[src/design/memoryPort.sv]
`timescale 1ns/1ps
`default_nettype none

module memoryPort #(
        parameter int DataWidth = 32
) (
        input  wire logic                   Clock,
        input  wire logic                   arstN,
        input  wire logic [DataWidth-1:0]   bus,
        input  wire logic [DataWidth-1:0]   mDataIn,
        input  wire logic                   marIn,
        input  wire logic                   mdrIn,
        input  wire logic                   read,
        output logic [DataWidth-1:0]        mdrData,
        output logic [DataWidth-1:0]        marAddress
);

        logic [DataWidth-1:0] mdrSource;

        // Read selects the memory side, otherwise MDR takes the bus for a write
        assign mdrSource = read ? mDataIn : bus;

        always_ff @(posedge Clock or negedge arstN) begin
                if (!arstN) begin
                        mdrData <= '0;
                end else if (mdrIn) begin
                        mdrData <= mdrSource;
                end
        end

        // MAR goes straight out as the memory address
        always_ff @(posedge Clock or negedge arstN) begin
                if (!arstN) begin
                        marAddress <= '0;
                end else if (marIn) begin
                        marAddress <= bus;
                end
        end

endmodule

`default_nettype wire

[config.mk]
export PLATFORM = sky130hd
export DESIGN_NAME = memoryPort
export DESIGN_NICKNAME = d
export VERILOG_FILES = /design/src/design/memoryPort.sv
export SDC_FILE = /design/constraint.sdc
export NUM_CORES = 1
export LEC_CHECK = 0
export BUFFER_PORTS_ARGS = -buffer_cell sky130_fd_sc_hd__buf_2
export CAP_MARGIN = 10
export CORE_MARGIN = 3
export CORE_UTILIZATION = 40
export DETAILED_ROUTE_END_ITERATION = 8
export MAX_ROUTING_LAYER = met4
export PLACE_DENSITY = 0.67
export SLEW_MARGIN = 25
export SYNTH_ARGS = -nofsm -noshare
export SYNTH_HDL_FRONTEND = slang
export SYNTH_SLANG_ARGS = --single-unit
export TNS_END_PERCENT = 30
[constraint.sdc]
create_clock -name Clock -period 1.5 [get_ports Clock]
set_input_delay 0.075 -clock Clock [delete_from_list [all_inputs] [get_ports Clock]]
set_output_delay 0.075 -clock Clock [all_outputs]
set_load 0.03 [all_outputs]
==> load_flow_metrics.sql, run 1 <==
INSERT INTO impl_metrics (metric_group, metric, value, unit) VALUES
('run_status', 'outcome', 'completed', ''),
('clock_network', 'clock_latency', '320', 'ps'),
('global_routing', 'global_route_wire_length_before_repair', '11300', 'um'),
('sta', 'timing.final.setup_violations', '0', ''),
('layout', 'most_frequent_cells_in_the_layout', '132 x buf_2, 64 x dfrtp_1, 32 x mux2i_1, 32 x nor2_1, 32 x a21oi_1', ''),
('drt', 'drt_wirelength', '6820', 'um'),
('sta', 'tns', '0', 'ps'),
('synthesis', 'synth_area', '0.00283', 'sq mm'),
('clock_network', 'cts_setup_buffers', '0', ''),
('layout', 'area.growth.synth_to_final', '42.5', '%'),
('clock_network', 'cts_root_buffer', 'clkbuf_8', ''),
('drt', 'detailroute.via_count', '2173', ''),
('hold_path', 'min-delay-path-class', 'in2reg', ''),
('place', 'dp_worst_setup_slack', '572', 'ps'),
('clock_network', 'cts_buffers', '9', ''),
('sta', 'worst_slew_margin', '0.779', ''),
('sta', 'timing.clock.skew', '0', 'ps'),
('synthesis', 'synthesis.instances', '207', ''),
('hold_path', 'hold_path_depth', '2', ''),
('drt', 'routed_via_density', '4.61', ''),
('clock_network', 'post_cts_resize_count', '0', ''),
('floorplan', 'floorplan.die.width', '90.1', 'um'),
('power', 'post-layout-total-power', '4.52', 'mW'),
('worst_setup_path', 'crit_arrival', '900', 'ps'),
('worst_setup_path', 'critical_path_peak_fanout', '2', ''),
('clock_network', 'holdBufCountCts', '31', ''),
('worst_setup_path', 'path_depth', '1', ''),
('worst_setup_path', 'critical_path_required', '1420', 'ps'),
('floorplan', 'floorplan.initialDensity', '0.414', ''),
('power', 'ir_worst_vdd', '700', 'uV'),
('drt', 'antenna_left', '0', ''),
('floorplan', 'die-area', '0.00811', 'sq mm'),
('worst_setup_path', 'reg2regPathDepth', '1', ''),
('layout', 'nNetsFinal', '439', ''),
('worst_setup_path', 'timing.critical_path.slowest_stage_cell', 'dfrtp_1', ''),
('layout', 'most_common_cell_after_layout_fill_and_taps_aside', 'buf_2', ''),
('place', 'io_buffer_count', '132', ''),
('drt', 'dr.first_iter.drc_count', '61', ''),
('floorplan', 'io_pins', '133', ''),
('clock_network', 'cts.clk_slew.worst_paths', '70', 'ps'),
('sta', 'maxClockFrequency', '1020', 'MHz'),
('worst_setup_path', 'timing_worst_setup_path_type', 'reg2out', ''),
('global_routing', 'grt.overflow.total', '0', ''),
('place', 'globalplace.congestion', '0.687', ''),
('sta', 'tightest_pin_transition', '332', 'ps'),
('synthesis', 'synth_nets', '276', ''),
('clock_network', 'clkSinkCount', '64', ''),
('clock_network', 'tritoncts', 'yes', ''),
('clock_network', 'buffer_levels_on_the_longest_clock_path', '2', ''),
('floorplan', 'std_cell_rows', '30', ''),
('global_routing', 'grt_max_degree', '65', ''),
('synthesis', 'postSynthAreaPerCell', '13.7', 'sq um'),
('synthesis', 'ys.warnings.count', '0', ''),
('synthesis', 'synth_cell_type_count', '9', ''),
('floorplan', 'floorplan.die.height', '90.1', 'um'),
('worst_setup_path', 'critical_path.cell_chain', 'buf_2', ''),
('power', 'power_density', '1120', 'mW/mm^2'),
('drt', 'drc', '0', ''),
('sta', 'rsz0062_at_grt', 'no', ''),
('floorplan', 'coreArea', '0.00683', 'sq mm'),
('global_routing', 'track_usage', '0.175', ''),
('sta', 'finalWorstPathRequiredPeriod', '977', 'ps'),
('sta', 'hold_fails_final_rpt', '0', ''),
('sta', 'timing.final.crit_share', '0.651', ''),
('drt', 'wl_per_cell', '14.5', 'um'),
('worst_setup_path', 'critical_path_buf_inv_count', '1', ''),
('layout', 'drive_gt1_frac', '0.483', ''),
('flow_run', 'total_of_max_cap_violations', '0', ''),
('synthesis', 'seq_area_frac_synth', '0.567', ''),
('clock_network', 'clock_tree.htree_level_count', '3', ''),
('drt', 'detailedRoute.firstPassIterationCount', '4', ''),
('global_routing', 'grt_antenna_before_repair', '0', ''),
('worst_setup_path', 'startpoint_type', 'register', ''),
('place', 'hpwlAfterDp', '4410', 'um'),
('sta', 'worst_path_setup_slack_after_routing', '523', 'ps'),
('synthesis', 'ys_seq_elements', '64', ''),
('worst_setup_path', 'slowest_delay', '390', 'ps'),
('worst_setup_path', 'worstSetupEndpointType', 'output pin', ''),
('global_routing', 'first_global_vias', '2320', ''),
('layout', 'n_antenna_cell', '0', ''),
('worst_setup_path', 'critical_path.top_delay_family', 'flip-flops', ''),
('power', 'power.static_leakage', '2.05', 'nW'),
('sta', 'slew_viol_final', '0', '');
-- flip-flops by register name, indices dropped and copies added (netlist names) --
name / flops
marAddress: 32
mdrData: 32
-- synth_stat cells --
cell type,number,area [sq um]
a21oi_1,32,160
buf_2,7,35.0
mux2_2,2,22.5
mux2_4,30,450
nor2_1,32,120
buf_12,3,60.1
buf_6,5,56.3
dfrtp_1,64,1600
mux2i_1,32,320
-- kinds of logic (layout without fill, tap and decap cells) --
group	Yosys count	count (layout)	share of synthesized area
buffers and inverters	15	183	0.0536
multiplexers	64	64	0.281
AO/OA/AOI/OAI	32	32	0.0567
AND/OR/NAND/NOR	32	32	0.0425
flip-flops	64	64	0.567
-- per-stage QoR --
stage / std cells / hold slack [ps] / utilization / area [sq um]
final: 471 / 17.3 / 0.589 / 4030
after global routing: 471 / 5.17 / 0.589 / 4030
after CTS: 471 / 0.991 / 0.589 / 4030
after detailed placement: 424 / 118 / 0.518 / 3540
after global placement: 424 / 116 / 0.518 / 3540
after floorplan: 207 / -221 / - / 2830
-- metal layers --
metal,GRT usage,vias up,share of wire
met1,0.215,1024,0.44
met4,0.0548,0,0.0098
met3,0.0393,10,0.061
li1,-,1049,-
met2,0.290,90,0.49
met5,-,-,0
-- path summary, 6_finish.rpt --
check	from	to	slack (ps)
worst max register to register	marAddress[21]	marAddress[21]	720
worst min-delay path	bus[10]	marAddress[10]	20
min in group asynchronous	arstN	mdrData[26]	300
worst min register to register	marAddress[14]	marAddress[14]	510
max in group asynchronous	arstN	marAddress[13]	940
worst max-delay path	mdrData[16]	mdrData[16]	520
-- power breakdown --
part / internal, mW / total [mW] / switching [mW]
Combinational: 0.460 / 1.13 / 0.675
Sequential: 1.90 / 2.00 / 0.0960
Clock: 0.762 / 1.39 / 0.624
Total: 3.13 / 4.52 / 1.39
-- cell type report --
| cell class | count | area (sq um) |
|---|---|---|
| clock inverters | 4 | 45.0 |
| clock buffers | 12 | 135 |
| repair buffers | 167 | 1050 |
| fillers | 584 | 2810 |
| multi-input cells | 128 | 1070 |
| well taps | 96 | 120 |
| flip-flops and latches | 64 | 1600 |
Power figures use the tool's default switching activity.
==> inputs of run 2 (changes only) <==
- PLACE_DENSITY: 0.67 -> 0.7
- clock period: 1.5 -> 0.85 ns (I/O delays scaled with it)
==> run 2 against run 1 <==
The flow now finishes with violations (negative setup slack). Sequential power increased by 82%. Combinational power increased by 130%. Count of clock-buffer cells in the layout increased by 2. Routed wire length increased by 16%. Design area increased by 16%. Utilization increased by 9.2 points. Clock power increased by 58%. Sequential share of layout area decreased by 4.6 points. Non-clock buffer count increased by 20. Largest cell class is now buffers. Highest routed layer unchanged.
==> load_flow_metrics.sql, run 2 (synthesized netlist as in run 1, its figures left out) <==
INSERT INTO impl_metrics (metric_group, metric, value, unit) VALUES
('worst_setup_path', 'timing_worst_setup_path_type', 'reg2out', ''),
('sta', 'timing.clock.skew', '0', 'ps'),
('sta', 'tns', '-4800', 'ps'),
('layout', 'area.growth.synth_to_final', '64.8', '%'),
('worst_setup_path', 'critical_path.cell_chain', 'buf_6', ''),
('clock_network', 'clock_tree.htree_level_count', '3', ''),
('worst_setup_path', 'reg2reg_to', 'marAddress[14]', ''),
('sta', 'tightest_pin_transition', '360', 'ps'),
('drt', 'wl_per_cell', '16.2', 'um'),
('sta', 'finalWorstPathRequiredPeriod', '945', 'ps'),
('sta', 'worst_path_setup_slack_after_routing', '-95.5', 'ps'),
('run_status', 'outcome', 'finished, violations left', ''),
('drt', 'routed_via_density', '4.69', ''),
('drt', 'antenna_left', '0', ''),
('drt', 'detailedRoute.firstPassIterationCount', '4', ''),
('power', 'power.static_leakage', '2.27', 'nW'),
('clock_network', 'cts.clk_slew.worst_paths', '70', 'ps'),
('place', 'io_buffer_count', '132', ''),
('worst_setup_path', 'worstSetupEndpointType', 'output pin', ''),
('sta', 'rsz0062_at_grt', 'yes', ''),
('hold_path', 'min-delay-path-class', 'in2reg', ''),
('drt', 'topRoutingLayerUsed', 'met4', ''),
('global_routing', 'grt.overflow.total', '0', ''),
('sta', 'timing.final.setup_violations', '75', ''),
('floorplan', 'floorplan.die.height', '90.1', 'um'),
('clock_network', 'clock_latency', '330', 'ps'),
('layout', 'drive_gt1_frac', '0.579', ''),
('layout', 'final_core_utilization', '0.682', ''),
('floorplan', 'floorplan.die.width', '90.1', 'um'),
('global_routing', 'first_global_vias', '2483', ''),
('run_status', 'failed_checks', 'negative setup slack', ''),
('clock_network', 'tritoncts', 'yes', ''),
('floorplan', 'die-area', '0.00811', 'sq mm'),
('sta', 'worst_slew_margin', '0.760', ''),
('sta', 'hold_fails_final_rpt', '0', ''),
('worst_setup_path', 'crit_arrival', '900', 'ps'),
('worst_setup_path', 'critical_path_peak_fanout', '2', ''),
('hold_path', 'worstHoldEndpoint', 'mdrData[11]', ''),
('flow_run', 'total_of_max_cap_violations', '0', ''),
('hold_path', 'holdCritStartpoint', 'mDataIn[11]', ''),
('layout', 'fill_cells', '482', ''),
('sta', 'slew_viol_final', '0', ''),
('worst_setup_path', 'regToRegStartpoint', 'marAddress[14]', ''),
('power', 'power_density', '1810', 'mW/mm^2'),
('worst_setup_path', 'slowest_delay', '430', 'ps'),
('power', 'ir_worst_vdd', '841', 'uV'),
('clock_network', 'clkSinkCount', '64', ''),
('drt', 'drt_wirelength', '7940', 'um'),
('drt', 'met3_wl', '407', 'um'),
('drt', 'drt-met1-wl', '3130', 'um'),
('global_routing', 'grt_max_degree', '36', ''),
('drt', 'detailroute.via_count', '2299', ''),
('global_routing', 'grt_antenna_before_repair', '0', ''),
('clock_network', 'buffer_levels_on_the_longest_clock_path', '2', ''),
('floorplan', 'floorplan.initialDensity', '0.414', ''),
('drt', 'drc', '0', ''),
('layout', 'nNetsFinal', '459', ''),
('drt', 'dr.first_iter.drc_count', '54', ''),
('worst_setup_path', 'startpoint_type', 'register', ''),
('drt', 'dr_wl_met2', '4230', 'um'),
('worst_setup_path', 'r2r_setup_slack', '-70', 'ps'),
('place', 'hpwlAfterDp', '4990', 'um'),
('worst_setup_path', 'timing.critical_path.slowest_stage_cell', 'dfrtp_2', ''),
('worst_setup_path', 'critical_path.top_delay_family', 'flip-flops', ''),
('layout', 'most_common_cell_after_layout_fill_and_taps_aside', 'buf_6', ''),
('sta', 'timing.final.crit_share', '1.11', ''),
('worst_setup_path', 'critical_path_required', '810', 'ps'),
('floorplan', 'io_pins', '133', ''),
('clock_network', 'cts_root_buffer', 'clkbuf_8', ''),
('floorplan', 'coreArea', '0.00683', 'sq mm'),
('layout', 'n_antenna_cell', '0', ''),
('global_routing', 'global_route_wire_length_before_repair', '13000', 'um'),
('clock_network', 'cts_buffers', '9', ''),
('sta', 'maxClockFrequency', '1060', 'MHz'),
('layout', 'most_frequent_cells_in_the_layout', '72 x buf_6, 68 x buf_2, 33 x dlygate4sd3_1, 33 x dfrtp_1', ''),
('worst_setup_path', 'reg2regPathDepth', '2', ''),
('worst_setup_path', 'critical_path_buf_inv_count', '1', ''),
('layout', 'largest_registers', 'marAddress (32), mdrData (32)', ''),
('hold_path', 'hold_path_depth', '3', ''),
('floorplan', 'std_cell_rows', '30', ''),
('place', 'globalplace.congestion', '0.736', ''),
('global_routing', 'track_usage', '0.208', '');
## run 2: final cells by class
class / count / area (sq um) / share of cell area
Timing Repair Buffer: 187 / 1660 / 0.357
Sequential cell: 64 / 1640 / 0.352
Multi-Input combinational cell: 128 / 1080 / 0.231
Clock buffer: 14 / 153 / 0.0328
Tap cell: 96 / 120 / 0.0258
Clock inverter: 1 / 5.00 / 0.00107
## run 2: repair_timing
| action | in CTS | in global routing |
|---|---|---|
| setup buffers | 7 | 6 |
| hold buffers | 33 | 0 |
| endpoints found under the hold margin | 96 | 0 |
| pin swaps | 0 | 0 |
| endpoints found under the setup margin | 64 | 71 |
| gates resized for setup | 133 | 4 |
## run 2: worst max path at each step
stage              startpoint  slack, ps  cells past startpoint              to
6_report       marAddress[12]       -100                      1  marAddress[12]
3_3_place_gp            marIn         20                      3  marAddress[26]
3_5_place_dp            marIn       -0.3                      3  marAddress[21]
4_1_cts        marAddress[24]       -110                      1  marAddress[24]
5_1_grt        marAddress[24]       -120                      1  marAddress[24]
2_1_floorplan  marAddress[31]        -30                      1  marAddress[31]
## run 2: metal layers
| metal | track usage | vias to the layer above |
|---|---|---|
| li1 | - | 1084 |
| met1 | 0.243 | 1102 |
| met2 | 0.353 | 95 |
| met3 | 0.0418 | 18 |
| met4 | 0.0804 | 0 |
| met5 | - | - |
## run 2: power by group
part           leakage (nW)  total (mW)  internal [mW]  switching, mW
sequential            0.700        3.64           3.39          0.255
clock                0.0805        2.20           1.12           1.08
combinational          1.49        2.57           1.31           1.26
## run 2: tightest hold or removal path: cells and delay by family
family          cells  cell delay, ps
buf+inv             1              80
mux                 1              60
compound gates      1             130
## run 2: metrics by stage
stage | hold slack [ps] | std cells | setup slack, ps | power (mW) | instance area, sq um
3_5_place_dp | 47.7 | 429 | -0.336 | 5.56 | 3640
5_1_grt | 23.0 | 490 | -122 | 8.81 | 4660
3_3_place_gp | 38.2 | 429 | 20.1 | 5.51 | 3640
6_report | 15.8 | 490 | -95.5 | 8.42 | 4660
2_1_floorplan | -253 | 207 | -31.0 | 4.86 | 2870
4_1_cts | 2.01 | 484 | -108 | 8.40 | 4600
==> inputs of run 3 (changes only) <==
- ABC_AREA: not set -> 1
==> run 3 against run 2 <==
The flow still finishes with violations (negative setup slack). Synthesized cell count increased by 81%. Sequential cell count is the same. Die area up 3.3%. Design area is 2.1% higher. First-iteration DRC count up 140%. Fmax is 1.5% higher. Clock skew is the same. Sequential share of layout area fell by 1.5 points. Cell count is 34% higher. Critical endpoint is now mdrData[22]. Highest routed layer unchanged.
==> load_flow_metrics.sql, run 3 <==
INSERT INTO impl_metrics (metric_group, metric, value, unit) VALUES
('place', 'place_area', '0.00368', 'sq mm'),
('sta', 'finalWorstPathRequiredPeriod', '931', 'ps'),
('worst_setup_path', 'critical_path_required', '810', 'ps'),
('worst_setup_path', 'critical_path_peak_fanout', '2', ''),
('power', 'clock_power_share', '0.331', ''),
('clock_network', 'clock_tree.htree_level_count', '3', ''),
('clock_network', 'tritoncts', 'yes', ''),
('layout', 'nNetsFinal', '623', ''),
('synthesis', 'synthesis.instances', '375', ''),
('synthesis', 'async_reset_ff_frac', '1.00', ''),
('drt', 'antenna_left', '0', ''),
('flow_run', 'total_of_max_cap_violations', '0', ''),
('synthesis', 'ys_seq_elements', '64', ''),
('worst_setup_path', 'reg2regPathDepth', '3', ''),
('worst_setup_path', 'critical_path_buf_inv_count', '1', ''),
('global_routing', 'grt_antenna_before_repair', '0', ''),
('layout', 'fill_cells', '541', ''),
('run_status', 'outcome', 'finished, violations left', ''),
('global_routing', 'global_route_wire_length_before_repair', '14700', 'um'),
('hold_path', 'min-delay-path-class', 'in2reg', ''),
('sta', 'tightest_pin_transition', '392', 'ps'),
('worst_setup_path', 'crit_arrival', '890', 'ps'),
('synthesis', 'synth_cell_type_count', '11', ''),
('global_routing', 'first_global_vias', '3128', ''),
('place', 'globalplace.congestion', '0.789', ''),
('power', 'ir_worst_vdd', '847', 'uV'),
('layout', 'area.growth.synth_to_final', '62.4', '%'),
('global_routing', 'grt_max_degree', '37', ''),
('layout', 'multi_input_comb_area', '923', 'sq um'),
('sta', 'hold_fails_final_rpt', '0', ''),
('worst_setup_path', 'timing_worst_setup_path_type', 'reg2out', ''),
('clock_network', 'clkSinkCount', '64', ''),
('hold_path', 'worstHoldEndpoint', 'mdrData[18]', ''),
('sta', 'timing.clock.skew', '0', 'ps'),
('power', 'logic_pwr_share', '0.269', ''),
('synthesis', 'seq_area_frac_synth', '0.547', ''),
('drt', 'detailroute.via_count', '3015', ''),
('drt', 'dr.first_iter.drc_count', '128', ''),
('place', 'placed_cells_incl_taps', '592', ''),
('sta', 'timing.final.setup_violations', '64', ''),
('synthesis', 'yosys.cell_count.top_type', 'nand2_1', ''),
('power', 'p_int', '6.17', 'mW'),
('worst_setup_path', 'slowest_delay', '420', 'ps'),
('drt', 'routed_via_density', '4.60', ''),
('hold_path', 'holdCritStartpoint', 'mDataIn[18]', ''),
('worst_setup_path', 'worstSetupEndpointType', 'output pin', ''),
('sta', 'timing.final.crit_share', '1.10', ''),
('sta', 'slew_viol_final', '0', ''),
('worst_setup_path', 'regToRegStartpoint', 'marAddress[29]', ''),
('power', 'power_density', '1880', 'mW/mm^2'),
('clock_network', 'cts_buffers', '9', ''),
('layout', 'most_common_cell_after_layout_fill_and_taps_aside', 'nand2_1', ''),
('power', 'p_sw_frac', '0.310', ''),
('worst_setup_path', 'reg2reg_to', 'marAddress[29]', ''),
('clock_network', 'clock_latency', '320', 'ps'),
('worst_setup_path', 'critical_path.cell_chain', 'buf_6', ''),
('drt', 'wl_per_cell', '13.8', 'um'),
('sta', 'rsz0062_at_grt', 'yes', ''),
('floorplan', 'io_pins', '133', ''),
('drt', 'detailedRoute.firstPassIterationCount', '5', ''),
('sta', 'worst_slack_on_hold_paths', '21.7', 'ps'),
('clock_network', 'cts.clk_slew.worst_paths', '80', 'ps'),
('worst_setup_path', 'r2r_setup_slack', '40', 'ps'),
('sta', 'worst_slew_margin', '0.739', ''),
('layout', 'final_cell_area', '0.00475', 'sq mm'),
('synthesis', 'synthFlopType', 'dfrtp_1', ''),
('floorplan', 'coreArea', '0.00694', 'sq mm'),
('place', 'io_buffer_count', '132', ''),
('synthesis', 'synth.cells.most_frequent', '128 x nand2_1, 64 x dfrtp_1, 64 x inv_1', ''),
('sta', 'maxClockFrequency', '1070', 'MHz'),
('floorplan', 'floorplan.initialDensity', '0.422', ''),
('clock_network', 'cts_root_buffer', 'clkbuf_8', ''),
('worst_setup_path', 'critical_path.top_delay_family', 'flip-flops', ''),
('worst_setup_path', 'startpoint_type', 'register', ''),
('power', 'power.net_switching', '2.78', 'mW'),
('synthesis', 'synth_nets', '444', ''),
('floorplan', 'floorplan.die.width', '91.6', 'um'),
('synthesis', 'postSynthAreaPerCell', '7.81', 'sq um'),
('global_routing', 'track_usage', '0.226', ''),
('power', 'share_seq_of_total_power', '0.400', ''),
('sta', 'worst_path_setup_slack_after_routing', '-81.4', 'ps'),
('place', 'hpwlAfterDp', '5620', 'um'),
('layout', 'drive_gt1_frac', '0.308', ''),
('floorplan', 'die-area', '0.00838', 'sq mm'),
('hold_path', 'hold_path_depth', '5', ''),
('worst_setup_path', 'timing.critical_path.slowest_stage_cell', 'dfrtp_1', ''),
('layout', 'largest_registers', 'marAddress (32), mdrData (32)', ''),
('layout', 'final_core_utilization', '0.685', ''),
('drt', 'drc', '0', ''),
('layout', 'regArea', '0.00160', 'sq mm'),
('drt', 'drt_wirelength', '9030', 'um'),
('synthesis', 'synth-edff-count', '0', ''),
('floorplan', 'floorplan.die.height', '91.6', 'um'),
('synthesis', 'synth_area', '0.00293', 'sq mm'),
('clock_network', 'buffer_levels_on_the_longest_clock_path', '2', ''),
('global_routing', 'grt.overflow.total', '0', ''),
('synthesis', 'yosysTopAreaCellShare', '0.547', ''),
('power', 'power.static_leakage', '2.64', 'nW'),
('run_status', 'failed_checks', 'negative setup slack', ''),
('layout', 'layoutNonFillerInstCount', '655', ''),
('synthesis', 'ranking_of_synthesized_cells_by_area', 'dfrtp_1 55%, nand2_1 16%, inv_1 8.2%', ''),
('synthesis', 'ys.warnings.count', '0', ''),
('floorplan', 'std_cell_rows', '30', ''),
('synthesis', 'synth_top_cell_by_area', 'dfrtp_1', ''),
('layout', 'most_frequent_cells_in_the_layout', '128 x nand2_1, 68 x buf_2, 64 x inv_1, 64 x dfrtp_1, 64 x buf_6', ''),
('layout', 'n_antenna_cell', '0', '');
run 3: changes by cell type after synthesis:
cell | before | now
nand2_1 | 0 | 128
inv_1 | 0 | 64
mux2i_1 | 32 | 0
nand3_1 | 0 | 32
mux2_4 | 30 | 0
buf_4 | 0 | 10
buf_12 | 3 | 0
mux2_2 | 2 | 0
buf_6 | 5 | 4
inv_2 | 0 | 1
inv_4 | 0 | 1
run 3: layer usage:
metal / global-route usage / up-vias / wire, um
met1: 0.261 / 1423 / 3590
met3: 0.0356 / 15 / 378
li1: - / 1472 / -
met5: - / - / 0
met4: 0.0729 / 0 / 153
met2: 0.400 / 105 / 4900
run 3: power groups by stage:
stage | combinational, mW | clock [mW] | sequential, mW
global placement | 1.80 | 0 | 3.56
finish | 2.40 | 2.96 | 3.58
floorplan | 0.543 | 0 | 4.16
detailed placement | 1.83 | 0 | 3.56
global route | 2.58 | 3.15 | 3.62
CTS | 2.35 | 3.03 | 3.58
run 3: cell type report:
| type | count | area share |
|---|---|---|
| sequential | 64 | 0.337 |
| inverter | 66 | 0.0526 |
| tap | 96 | 0.0253 |
| clock buffer | 10 | 0.0289 |
| clock inverter | 6 | 0.0195 |
| multi-input combinational | 224 | 0.194 |
| timing repair buffer | 189 | 0.343 |
run 3: tightest hold or removal path: cells and delay by family:
kind / cells / cell delay [ps]
buffers and inverters: 2 / 110
AND/OR/NAND/NOR: 3 / 160
run 3: stage by stage:
stage	setup slack, ps	TNS [ps]	total power, mW
global route	-137	-6210	9.35
CTS	-94.2	-4860	8.95
detailed placement	40.5	0	5.39
global placement	83.3	0	5.35
floorplan	89.1	0	4.70
finish	-81.4	-3850	8.95
run 3: cells by family after synthesis:
| kind of cell | share of synthesized area |
|---|---|
| DFF | 0.547 |
| AOI/OAI and AO/OA | 0.0547 |
| and+or+nand+nor | 0.260 |
| buffers and inverters | 0.138 |
run 3: worst max path at each step:
stage	cells past startpoint	end	slack (ps)	start
after detailed placement	5	mdrData[28]	40	read
final	1	mdrData[22]	-80	mdrData[22]
after global placement	5	mdrData[16]	80	read
after floorplan	2	marAddress[29]	90	marAddress[29]
after global routing	1	mdrData[8]	-140	mdrData[8]
after CTS	1	marAddress[22]	-90	marAddress[22]
run 3: repair_timing:
action                     in CTS  in global routing
setup endpoints to repair      64                 65
gates resized for setup       128                  1
hold buffers                   36                  0
hold endpoints to repair       99                  0
buffers inserted                5                  6
cloned                          0                  0
